==> src/verilog/fe_pkg.sv <==
package fe_pkg;

    // ------------------------------------------------------------------------
    // widths, addresses and opcodes
    // ------------------------------------------------------------------------
    localparam int unsigned XLEN        = 32;
    localparam logic [31:0] BOOT_ADDR   = 32'h0000_0080;
    localparam int unsigned BHT_ENTRIES = 16;
    // bht index comes from pc[5:2]
    localparam int unsigned BHT_IDX_W   = 4;
    localparam int unsigned QUEUE_DEPTH = 4;
    localparam logic [6:0]  OPC_BRANCH  = 7'b110_0011;
    localparam logic [6:0]  OPC_JAL     = 7'b110_1111;

    // ------------------------------------------------------------------------
    // instruction memory handshake
    // ------------------------------------------------------------------------
    typedef struct packed {
        logic            req;
        logic            kill;   // drop the request in flight
        logic [XLEN-1:0] addr;
    } mem_req_t;

    typedef struct packed {
        logic            ready;
        logic            valid;  // one cycle pulse per answered request
        logic [XLEN-1:0] data;
        logic [XLEN-1:0] addr;
    } mem_rsp_t;

    // branch outcome reported by the backend
    typedef struct packed {
        logic            valid;
        logic            is_branch;
        logic            taken;
        logic            mispredict;
        logic [XLEN-1:0] pc;
        logic [XLEN-1:0] target;
    } resolve_t;

    // ------------------------------------------------------------------------
    // scan, prediction and queue entries
    // ------------------------------------------------------------------------
    typedef struct packed {
        logic            is_branch;
        logic            is_jal;
        logic [XLEN-1:0] imm;    // already sign extended
    } scan_t;

    typedef struct packed {
        logic            taken;
        logic [XLEN-1:0] target;
    } prediction_t;

    // successor of a taken entry is its target, so no target field
    typedef struct packed {
        logic [XLEN-1:0] pc;
        logic [XLEN-1:0] instr;
        logic            predicted_taken;
    } fetch_entry_t;

    // conditional branch layout
    typedef struct packed {
        logic       imm12;
        logic [5:0] imm10_5;
        logic [4:0] rs2;
        logic [4:0] rs1;
        logic [2:0] funct3;
        logic [3:0] imm4_1;
        logic       imm11;
        logic [6:0] opcode;
    } b_fmt_t;

    // jal layout
    typedef struct packed {
        logic       imm20;
        logic [9:0] imm10_1;
        logic       imm11;
        logic [7:0] imm19_12;
        logic [4:0] rd;
        logic [6:0] opcode;
    } j_fmt_t;

    // same word, two field views
    typedef union packed {
        b_fmt_t b;
        j_fmt_t j;
    } instr_u;

endpackage
==> src/verilog/fe_branch_predict.sv <==
`timescale 1ns/1ps

module fe_branch_predict (
    input  logic                    clk_i,
    input  logic                    rst_ni,
    input  logic                    valid_i,
    input  logic [fe_pkg::XLEN-1:0] pc_i,
    input  fe_pkg::scan_t           scan_i,
    input  fe_pkg::resolve_t        resolve_i,
    output fe_pkg::prediction_t     predict_o
);

    // bht storage, one valid bit and one 2-bit counter per entry
    logic [fe_pkg::BHT_ENTRIES-1:0] bht_valid_q;
    logic [1:0]                     bht_cnt_q [fe_pkg::BHT_ENTRIES];

    logic [fe_pkg::BHT_IDX_W-1:0]   rd_idx;
    logic [fe_pkg::BHT_IDX_W-1:0]   upd_idx;
    logic                           upd_en;
    logic [1:0]                     cnt_cur;
    logic [1:0]                     cnt_next;
    logic                           branch_taken;

    // ------------------------------------------------------------------------
    // update from the resolve port
    // ------------------------------------------------------------------------
    assign upd_en  = resolve_i.valid & resolve_i.is_branch;
    assign upd_idx = resolve_i.pc[fe_pkg::BHT_IDX_W+1:2];
    assign cnt_cur = bht_cnt_q[upd_idx];

    always_comb begin
        cnt_next = cnt_cur;
        if (!bht_valid_q[upd_idx]) begin
            // first outcome seeds a weak counter
            cnt_next = resolve_i.taken ? 2'd2 : 2'd1;
        end else if (resolve_i.taken) begin
            if (cnt_cur != 2'd3) begin
                cnt_next = cnt_cur + 2'd1;
            end
        end else if (cnt_cur != 2'd0) begin
            cnt_next = cnt_cur - 2'd1;
        end
    end

    always_ff @(posedge clk_i or negedge rst_ni) begin
        if (!rst_ni) begin
            bht_valid_q <= '0;
        end else if (upd_en) begin
            bht_valid_q[upd_idx] <= 1'b1;
        end
    end

    // counters only count once their valid bit is set
    always_ff @(posedge clk_i) begin
        if (upd_en) begin
            bht_cnt_q[upd_idx] <= cnt_next;
        end
    end

    // ------------------------------------------------------------------------
    // prediction
    // ------------------------------------------------------------------------
    assign rd_idx = pc_i[fe_pkg::BHT_IDX_W+1:2];

    always_comb begin
        if (bht_valid_q[rd_idx]) begin
            // weakly or strongly taken
            branch_taken = bht_cnt_q[rd_idx][1];
        end else begin
            // static fallback, backward branches are loops
            branch_taken = scan_i.imm[fe_pkg::XLEN-1];
        end
        predict_o.taken  = valid_i & (scan_i.is_jal | (scan_i.is_branch & branch_taken));
        predict_o.target = pc_i + scan_i.imm;
    end

    // scan must hand over at most one kind of control flow per word
    a_one_cf_kind : assert property (@(posedge clk_i) disable iff (!rst_ni)
        valid_i |-> !(scan_i.is_branch && scan_i.is_jal))
        else $error("branch and jal decoded for the same word");

endmodule

==> src/verilog/fe_frontend.sv <==
`timescale 1ns/1ps

module fe_frontend (
    input  logic                 clk_i,
    input  logic                 rst_ni,
    input  logic                 flush_i,
    input  fe_pkg::resolve_t     resolve_i,
    input  fe_pkg::mem_rsp_t     mem_rsp_i,
    input  logic                 fetch_ready_i,
    output fe_pkg::mem_req_t     mem_req_o,
    output fe_pkg::fetch_entry_t fetch_entry_o,
    output logic                 fetch_valid_o
);

    logic                    redirect;
    logic [fe_pkg::XLEN-1:0] redirect_pc;
    logic                    queue_full;
    logic                    rsp_valid;
    logic [fe_pkg::XLEN-1:0] rsp_word;
    logic [fe_pkg::XLEN-1:0] rsp_pc;
    fe_pkg::scan_t           scan;
    fe_pkg::prediction_t     prediction;
    fe_pkg::fetch_entry_t    entry;

    // ------------------------------------------------------------------------
    // redirect on a mispredict or a frontend flush, both go to target
    // ------------------------------------------------------------------------
    assign redirect    = flush_i | (resolve_i.valid & resolve_i.mispredict);
    assign redirect_pc = resolve_i.target;

    // word pushed together with its prediction
    assign entry.pc              = rsp_pc;
    assign entry.instr           = rsp_word;
    assign entry.predicted_taken = prediction.taken;

    // input side
    fe_pc_gen i_pc_gen (
        .clk_i         ( clk_i       ),
        .rst_ni        ( rst_ni      ),
        .redirect_i    ( redirect    ),
        .redirect_pc_i ( redirect_pc ),
        .predict_i     ( prediction  ),
        .queue_full_i  ( queue_full  ),
        .mem_rsp_i     ( mem_rsp_i   ),
        .mem_req_o     ( mem_req_o   ),
        .rsp_valid_o   ( rsp_valid   ),
        .rsp_word_o    ( rsp_word    ),
        .rsp_pc_o      ( rsp_pc      )
    );

    // processing, scan then predict in the same cycle
    fe_instr_scan i_instr_scan (
        .instr_i ( rsp_word ),
        .scan_o  ( scan     )
    );

    fe_branch_predict i_branch_predict (
        .clk_i     ( clk_i      ),
        .rst_ni    ( rst_ni     ),
        .valid_i   ( rsp_valid  ),
        .pc_i      ( rsp_pc     ),
        .scan_i    ( scan       ),
        .resolve_i ( resolve_i  ),
        .predict_o ( prediction )
    );

    // output side towards decode
    fe_instr_queue i_instr_queue (
        .clk_i         ( clk_i         ),
        .rst_ni        ( rst_ni        ),
        .flush_i       ( redirect      ),
        .push_i        ( rsp_valid     ),
        .entry_i       ( entry         ),
        .fetch_ready_i ( fetch_ready_i ),
        .full_o        ( queue_full    ),
        .fetch_entry_o ( fetch_entry_o ),
        .fetch_valid_o ( fetch_valid_o )
    );

endmodule

==> src/verilog/fe_instr_queue.sv <==
`timescale 1ns/1ps

module fe_instr_queue (
    input  logic                 clk_i,
    input  logic                 rst_ni,
    input  logic                 flush_i,
    input  logic                 push_i,
    input  fe_pkg::fetch_entry_t entry_i,
    input  logic                 fetch_ready_i,
    output logic                 full_o,
    output fe_pkg::fetch_entry_t fetch_entry_o,
    output logic                 fetch_valid_o
);

    // entry storage
    fe_pkg::fetch_entry_t mem_q [fe_pkg::QUEUE_DEPTH];

    logic [$clog2(fe_pkg::QUEUE_DEPTH)-1:0] wr_ptr_q;
    logic [$clog2(fe_pkg::QUEUE_DEPTH)-1:0] rd_ptr_q;
    logic [$clog2(fe_pkg::QUEUE_DEPTH):0]   count_q;
    logic                                   do_push;
    logic                                   do_pop;

    // ------------------------------------------------------------------------
    // status and handshake
    // ------------------------------------------------------------------------
    assign full_o        = (count_q == fe_pkg::QUEUE_DEPTH);
    assign fetch_valid_o = (count_q != '0);
    assign fetch_entry_o = mem_q[rd_ptr_q];

    // a flush discards the incoming word too
    assign do_push = push_i & ~flush_i & ~full_o;
    assign do_pop  = fetch_valid_o & fetch_ready_i & ~flush_i;

    // ------------------------------------------------------------------------
    // pointers and fill level
    // ------------------------------------------------------------------------
    always_ff @(posedge clk_i or negedge rst_ni) begin
        if (!rst_ni) begin
            wr_ptr_q <= '0;
            rd_ptr_q <= '0;
            count_q  <= '0;
        end else if (flush_i) begin
            wr_ptr_q <= '0;
            rd_ptr_q <= '0;
            count_q  <= '0;
        end else begin
            if (do_push) begin
                // wrap explicitly so any depth works
                if (wr_ptr_q == fe_pkg::QUEUE_DEPTH - 1) begin
                    wr_ptr_q <= '0;
                end else begin
                    wr_ptr_q <= wr_ptr_q + 1'b1;
                end
            end
            if (do_pop) begin
                if (rd_ptr_q == fe_pkg::QUEUE_DEPTH - 1) begin
                    rd_ptr_q <= '0;
                end else begin
                    rd_ptr_q <= rd_ptr_q + 1'b1;
                end
            end
            // push and pop together keep the level
            if (do_push && !do_pop) begin
                count_q <= count_q + 1'b1;
            end else if (!do_push && do_pop) begin
                count_q <= count_q - 1'b1;
            end
        end
    end

    always_ff @(posedge clk_i) begin
        if (do_push) begin
            mem_q[wr_ptr_q] <= entry_i;
        end
    end

    // fetch side holds requests back while full, so no word is ever dropped
    a_no_push_full : assert property (@(posedge clk_i) disable iff (!rst_ni)
        push_i && !flush_i |-> !full_o)
        else $error("push into a full instruction queue");

endmodule

==> src/verilog/fe_instr_scan.sv <==
`timescale 1ns/1ps

module fe_instr_scan (
    input  logic [fe_pkg::XLEN-1:0] instr_i,
    output fe_pkg::scan_t           scan_o
);

    fe_pkg::instr_u word;
    logic [fe_pkg::XLEN-1:0] b_imm;
    logic [fe_pkg::XLEN-1:0] j_imm;

    assign word = instr_i;

    // ------------------------------------------------------------------------
    // immediates from both views
    // ------------------------------------------------------------------------
    // b-type offset, bit 0 is always zero
    assign b_imm = {
        {19{word.b.imm12}},
        word.b.imm12,
        word.b.imm11,
        word.b.imm10_5,
        word.b.imm4_1,
        1'b0
    };

    // j-type offset, 21 bits before extension
    assign j_imm = {
        {11{word.j.imm20}},
        word.j.imm20,
        word.j.imm19_12,
        word.j.imm11,
        word.j.imm10_1,
        1'b0
    };

    // ------------------------------------------------------------------------
    // opcode decode
    // ------------------------------------------------------------------------
    always_comb begin
        scan_o.is_branch = (word.b.opcode == fe_pkg::OPC_BRANCH);
        scan_o.is_jal    = (word.j.opcode == fe_pkg::OPC_JAL);
        if (scan_o.is_branch) begin
            scan_o.imm = b_imm;
        end else if (scan_o.is_jal) begin
            scan_o.imm = j_imm;
        end else begin
            // not a control flow instruction
            scan_o.imm = '0;
        end
    end

endmodule

==> src/verilog/fe_pc_gen.sv <==
`timescale 1ns/1ps

module fe_pc_gen (
    input  logic                    clk_i,
    input  logic                    rst_ni,
    input  logic                    redirect_i,
    input  logic [fe_pkg::XLEN-1:0] redirect_pc_i,
    input  fe_pkg::prediction_t     predict_i,
    input  logic                    queue_full_i,
    input  fe_pkg::mem_rsp_t        mem_rsp_i,
    output fe_pkg::mem_req_t        mem_req_o,
    output logic                    rsp_valid_o,
    output logic [fe_pkg::XLEN-1:0] rsp_word_o,
    output logic [fe_pkg::XLEN-1:0] rsp_pc_o
);

    // address of the next fetch
    logic [fe_pkg::XLEN-1:0] pc_q;
    logic [fe_pkg::XLEN-1:0] pc_d;
    // low while still in reset, high from the first edge on
    logic                    run_q;
    logic                    outstanding_q;
    logic                    accept;
    // registered memory response
    logic                    rsp_valid_q;
    logic [fe_pkg::XLEN-1:0] rsp_word_q;
    logic [fe_pkg::XLEN-1:0] rsp_pc_q;

    // ------------------------------------------------------------------------
    // memory request
    // ------------------------------------------------------------------------
    // only one fetch in flight, and none while the queue has no room
    assign mem_req_o.req  = run_q & ~outstanding_q & ~queue_full_i & ~redirect_i;
    assign mem_req_o.kill = redirect_i;
    assign mem_req_o.addr = pc_q;
    assign accept         = mem_req_o.req & mem_rsp_i.ready;

    // ------------------------------------------------------------------------
    // next pc
    // ------------------------------------------------------------------------
    always_comb begin
        pc_d = pc_q;
        // redirect beats prediction, prediction beats sequential
        if (redirect_i) begin
            pc_d = redirect_pc_i;
        end else if (rsp_valid_q) begin
            pc_d = predict_i.taken ? predict_i.target : rsp_pc_q + fe_pkg::XLEN'(4);
        end
    end

    always_ff @(posedge clk_i or negedge rst_ni) begin
        if (!rst_ni) begin
            pc_q          <= fe_pkg::BOOT_ADDR;
            run_q         <= 1'b0;
            outstanding_q <= 1'b0;
            rsp_valid_q   <= 1'b0;
        end else begin
            run_q       <= 1'b1;
            pc_q        <= pc_d;
            // a response for a killed fetch never reaches the queue
            rsp_valid_q <= mem_rsp_i.valid & outstanding_q & ~redirect_i;
            if (redirect_i) begin
                outstanding_q <= 1'b0;
            end else if (accept) begin
                outstanding_q <= 1'b1;
            end else if (rsp_valid_q) begin
                // released once the word has been pushed
                outstanding_q <= 1'b0;
            end
        end
    end

    // response payload
    always_ff @(posedge clk_i) begin
        if (mem_rsp_i.valid) begin
            rsp_word_q <= mem_rsp_i.data;
            rsp_pc_q   <= mem_rsp_i.addr;
        end
    end

    assign rsp_valid_o = rsp_valid_q;
    assign rsp_word_o  = rsp_word_q;
    assign rsp_pc_o    = rsp_pc_q;

    // fetch addresses stay word aligned even after a redirect
    a_pc_aligned : assert property (@(posedge clk_i) disable iff (!rst_ni)
        mem_req_o.req |-> mem_req_o.addr[1:0] == 2'b00)
        else $error("fetch address not word aligned");

    // the memory only answers a fetch in flight, so no new request may be up then
    a_single_outstanding : assert property (@(posedge clk_i) disable iff (!rst_ni)
        mem_rsp_i.valid |-> !mem_req_o.req)
        else $error("second request raised while one is outstanding");

endmodule

==> config.mk <==
export PLATFORM = sky130hd
export DESIGN_NAME = fe_frontend
export DESIGN_NICKNAME = d
export VERILOG_FILES = /design/src/verilog/fe_pkg.sv /design/src/verilog/fe_branch_predict.sv /design/src/verilog/fe_frontend.sv /design/src/verilog/fe_instr_queue.sv /design/src/verilog/fe_instr_scan.sv /design/src/verilog/fe_pc_gen.sv
export SDC_FILE = /design/constraint.sdc
export NUM_CORES = 1
export LEC_CHECK = 0
export ABC_AREA = 1
export ABC_CLOCK_PERIOD_IN_PS = 6100
export BUFFER_PORTS_ARGS = -buffer_cell sky130_fd_sc_hd__buf_2
export CORE_MARGIN = 1.5
export CORE_UTILIZATION = 58
export DETAILED_ROUTE_END_ITERATION = 6
export PLACE_DENSITY_LB_ADDON = 0.3
export SLEW_MARGIN = 20
export SYNTH_ARGS = -nofsm -noshare
export SYNTH_HDL_FRONTEND = slang
export SYNTH_SLANG_ARGS = --single-unit
==> constraint.sdc <==
create_clock -name clk_i -period 6.1 [get_ports clk_i]
set_input_delay 0.305 -clock clk_i [delete_from_list [all_inputs] [get_ports clk_i]]
set_output_delay 0.305 -clock clk_i [all_outputs]
set_load 0.01 [all_outputs]
==> impl_results.md <==
* Synth cell types at 45
* Core area at 32,700 µm²
* Initial Util at 59.1%
* Worst Tran Pin Value at 1070 ps
* Count leader, synth: edfxtp_1
* Most frequent cells after synthesis: edfxtp_1, nand2_1, nor2_1
* Final-report setup violation count at 0
* CTS root buf: clkbuf_16
* Place WS at 2430 ps
* Clk sinks at 418
* Routed Antenna Nets at 0
* Worst R2R Path Depth at 15
* Drt wl/cell at 20.0 µm
* Vias in the first global route at 14,800
* Grt ovf at 0
* Nets at 2,324
* Hold_ws at 54.8 ps
* WP data required at 5790 ps
* Average cell area after synthesis at 10.4 µm²
* Worst R2R Setup Slack at 2430 ps
* DRT Pass-1 Iters at 5
* Ys Warns at 0
* Total global routing track utilization at 30.6%
* Flops & latches, synth at 418
* Reg-to-reg endpoint: i_pc_gen.pc_q[31]
* Final cycle utilization of the critical path at 62.5%
* Dominant cell type by area after synthesis: edfxtp_1
* Largest net degree at the start of global routing at 77
* Die ar. at 34,500 µm²
* Cell count after synthesis at 1,863
* Syn Nets at 2,042
* Row cnt at 66
* Crit-path max cell delay at 810 ps
* Number of flops mapped to enable cells by yosys at 356
* Area after DPL at 20,800 µm²
* Worst skew pair latency at 550 ps
* Area Overhead vs Synth at 18.9%
* Slew headroom at 28.4%
* Crit Reg-Reg Startpoint: i_pc_gen.rsp_word_o[2]
* Crit path launch type: flop
* First-pass GRT wire length at 79.8 mm
* Leakage at 9.42 nW
* Multi-input gate area at 6270 µm²
* Outcome: complete, no violations
* Crit path max fanout at 76
* Die height at 186 µm
* Setup CP Type: reg2out
* RSZ-0062 raised after global routing: no
* Reg clk slew, reported paths at 60 ps
* Pins Over Slew Limit at 0
* Peak VDD IR at 0.225 mV
* DRC Markers at 0
* Ant diodes at 0
* Critical path's top delay family: buffers and inverters
* Post-CTS setup buffers at 0
* Clock period minus final worst setup slack at 3810 ps
* End of the critical path: fetch_entry_o[25]
* Final Skew at 28.9 ps
* Main synth FF type: edfxtp_1
* Gp weighted congestion at 0.967
* Finished layout cell area at 23,000 µm²
* WHS Path Cells at 4
* Final worst setup slack at 2290 ps
* Initial antenna violation count at 0
* CTS Buf Count at 42
* Total negative slack at 0 ps
* Worst Path Arrival at 3510 ps
* Max capacitance violation total at 0
* Critical path origin: i_instr_queue.rd_ptr_q[0]
* Via Count at 15,200
* Synth top area cells: edfxtp_1, dfrtp_1, nand2_1
* Fraction of registers with async set/reset at 13.9%
* Cell breakdown of the critical path: clkinv_2, buf_4, o21ai_0, o22ai_1, buf_2
* Max Clk Rate at 0.262 GHz
* CP max-delay cell: dfrtp_4
* Iteration-0 DRC Markers at 1,607
* Worst setup EP type: output pin
* IO Count at 238
* Worst hold path class: in2reg
* Worst path buffer plus inverter count at 3
* WL final at 52.4 mm
* Filler cell count at 2,367
* Clock Path Buffers at 3
* Die X at 186 µm
* Final Hold Fails at 0
* I/O Buffers at 209
* Yosys top cell area share at 55.3%
* Sequential-to-total area share from yosys stat at 63.2%
* Vias per inst at 5.82
* Htree depth at 2
* CTS tree: built
* Power per cell area at 271 nW/µm²
* Synth Cell Area at 19,300 µm²
* CP Depth at 5
* DP HPWL at 33.4 mm
* Reg area at 12,200 µm²
* Share of post-route cells with drive strength above 1 at 15.0%
-- stage by stage --
step,std cells,util (%),total power (W)
6_report,2618,70.3,0.00624
3_3_place_gp,2459,63.6,0.00375
3_5_place_dp,2459,63.6,0.00376
4_1_cts,2617,70.3,0.00625
5_1_grt,2618,70.3,0.00643
2_1_floorplan,1863,-,0.00356
-- worst register-to-register path: stages, from the launching register on --
cell and delay (ps):
edfxtp_1 500, nor3_1 370, nand2_1 320, nand2_1 170, nand2_1 180, inv_1 350
ha_1 380, a21oi_1 190, a21boi_0 370, a21oi_1 120, nor2_1 150, nand2_1 70
nand2_1 60, nand4_1 90, nand3_1 210, nand2_1 70
-- sequential cells by signal, summed over array words and instances, names as in the netlist, named ones only --
name and cells:
i_instr_queue.mem_q 260, i_pc_gen.run_q 1, i_pc_gen.rsp_word_o 32, i_pc_gen.outstanding_q 1, i_instr_queue.count_q 3, i_pc_gen.rsp_pc_o 32
i_pc_gen.pc_q 32, i_instr_queue.rd_ptr_q 2, i_branch_predict.bht_cnt_q 32, i_pc_gen.rsp_valid_o 1, i_branch_predict.bht_valid_q 16, i_instr_queue.wr_ptr_q 2
-- power by group --
| part | switching (W) | internal, W | total [W] | leakage [nW] |
|---|---|---|---|---|
| combinational | 0.000273 | 0.000183 | 0.000456 | 4.82 |
| clock | 0.00108 | 0.00140 | 0.00248 | 0.652 |
| sequential | 0.000104 | 0.00320 | 0.00330 | 3.95 |
-- cell usage in the layout, fill, tap and decap left out, drive strengths merged, types with 7 or more instances in the layout --
cell type / netlist / final
clkbuf: 57 / 49
o21ai: 178 / 178
edfxtp: 356 / 356
nor3: 17 / 17
nand3: 146 / 146
dlygate4sd3: 0 / 83
dfrtp: 57 / 57
o21bai: 7 / 7
nor2: 240 / 240
a22oi: 19 / 19
inv: 151 / 151
nand4: 30 / 30
o22ai: 66 / 66
or2: 10 / 10
ha: 39 / 39
nand2: 346 / 346
buf: 15 / 227
clkinv: 0 / 21
a22o: 18 / 18
xor2: 18 / 18
a21oi: 41 / 41
xnor2: 19 / 19
-- repair_timing --
item                                    in CTS  in global routing
endpoints found under the hold margin      141                  0
endpoints found under the setup margin       0                  0
gates resized for setup                      0                  0
hold buffers                                83                  0
-- layer usage --
metal | part of all wire, % | GRT usage, % | up-vias
li1 | - | - | 7079
met1 | 42 | 42.8 | 7312
met2 | 46 | 49.0 | 743
met3 | 8.8 | 5.05 | 100
met4 | 3.0 | 10.7 | 0
met5 | 0 | 0 | -
-- logic make-up (layout without fill, tap and decap cells) --
group	count (synthesis)	after routing	synth area share [%]
other	1	1	0.0194
flip-flops	418	418	63.2
adder cells (fa/ha/maj)	41	41	2.73
XOR/XNOR	37	37	1.68
AND/OR/NAND/NOR	800	800	17.6
AO/OA/AOI/OAI	343	343	10.2
buffers and inverters	223	536	4.57
-- how the worst min path moves through the flow --
stage	start	to	slack [ps]
after floorplan	rst_ni	i_branch_predict.bht_valid_q[0]	9
after global placement	i_branch_predict.bht_valid_q[0]	i_branch_predict.bht_valid_q[0]	460
after detailed placement	i_branch_predict.bht_valid_q[1]	i_branch_predict.bht_valid_q[1]	460
after CTS	resolve_i[22]	i_pc_gen.pc_q[22]	50
after global routing	resolve_i[22]	i_pc_gen.pc_q[22]	60
final	resolve_i[22]	i_pc_gen.pc_q[22]	50
-- area by class of cell --
| type | instances | share of cell area (%) |
|---|---|---|
| Multi-Input combinational cell | 1222 | 27.3 |
| Tap cell | 442 | 2.40 |
| Clock buffer | 49 | 4.81 |
| Timing Repair Buffer | 310 | 8.85 |
| Inverter | 151 | 2.47 |
| Clock inverter | 26 | 1.04 |
| Sequential cell | 418 | 53.2 |
Note: power is estimated with default switching activity, not from simulation.
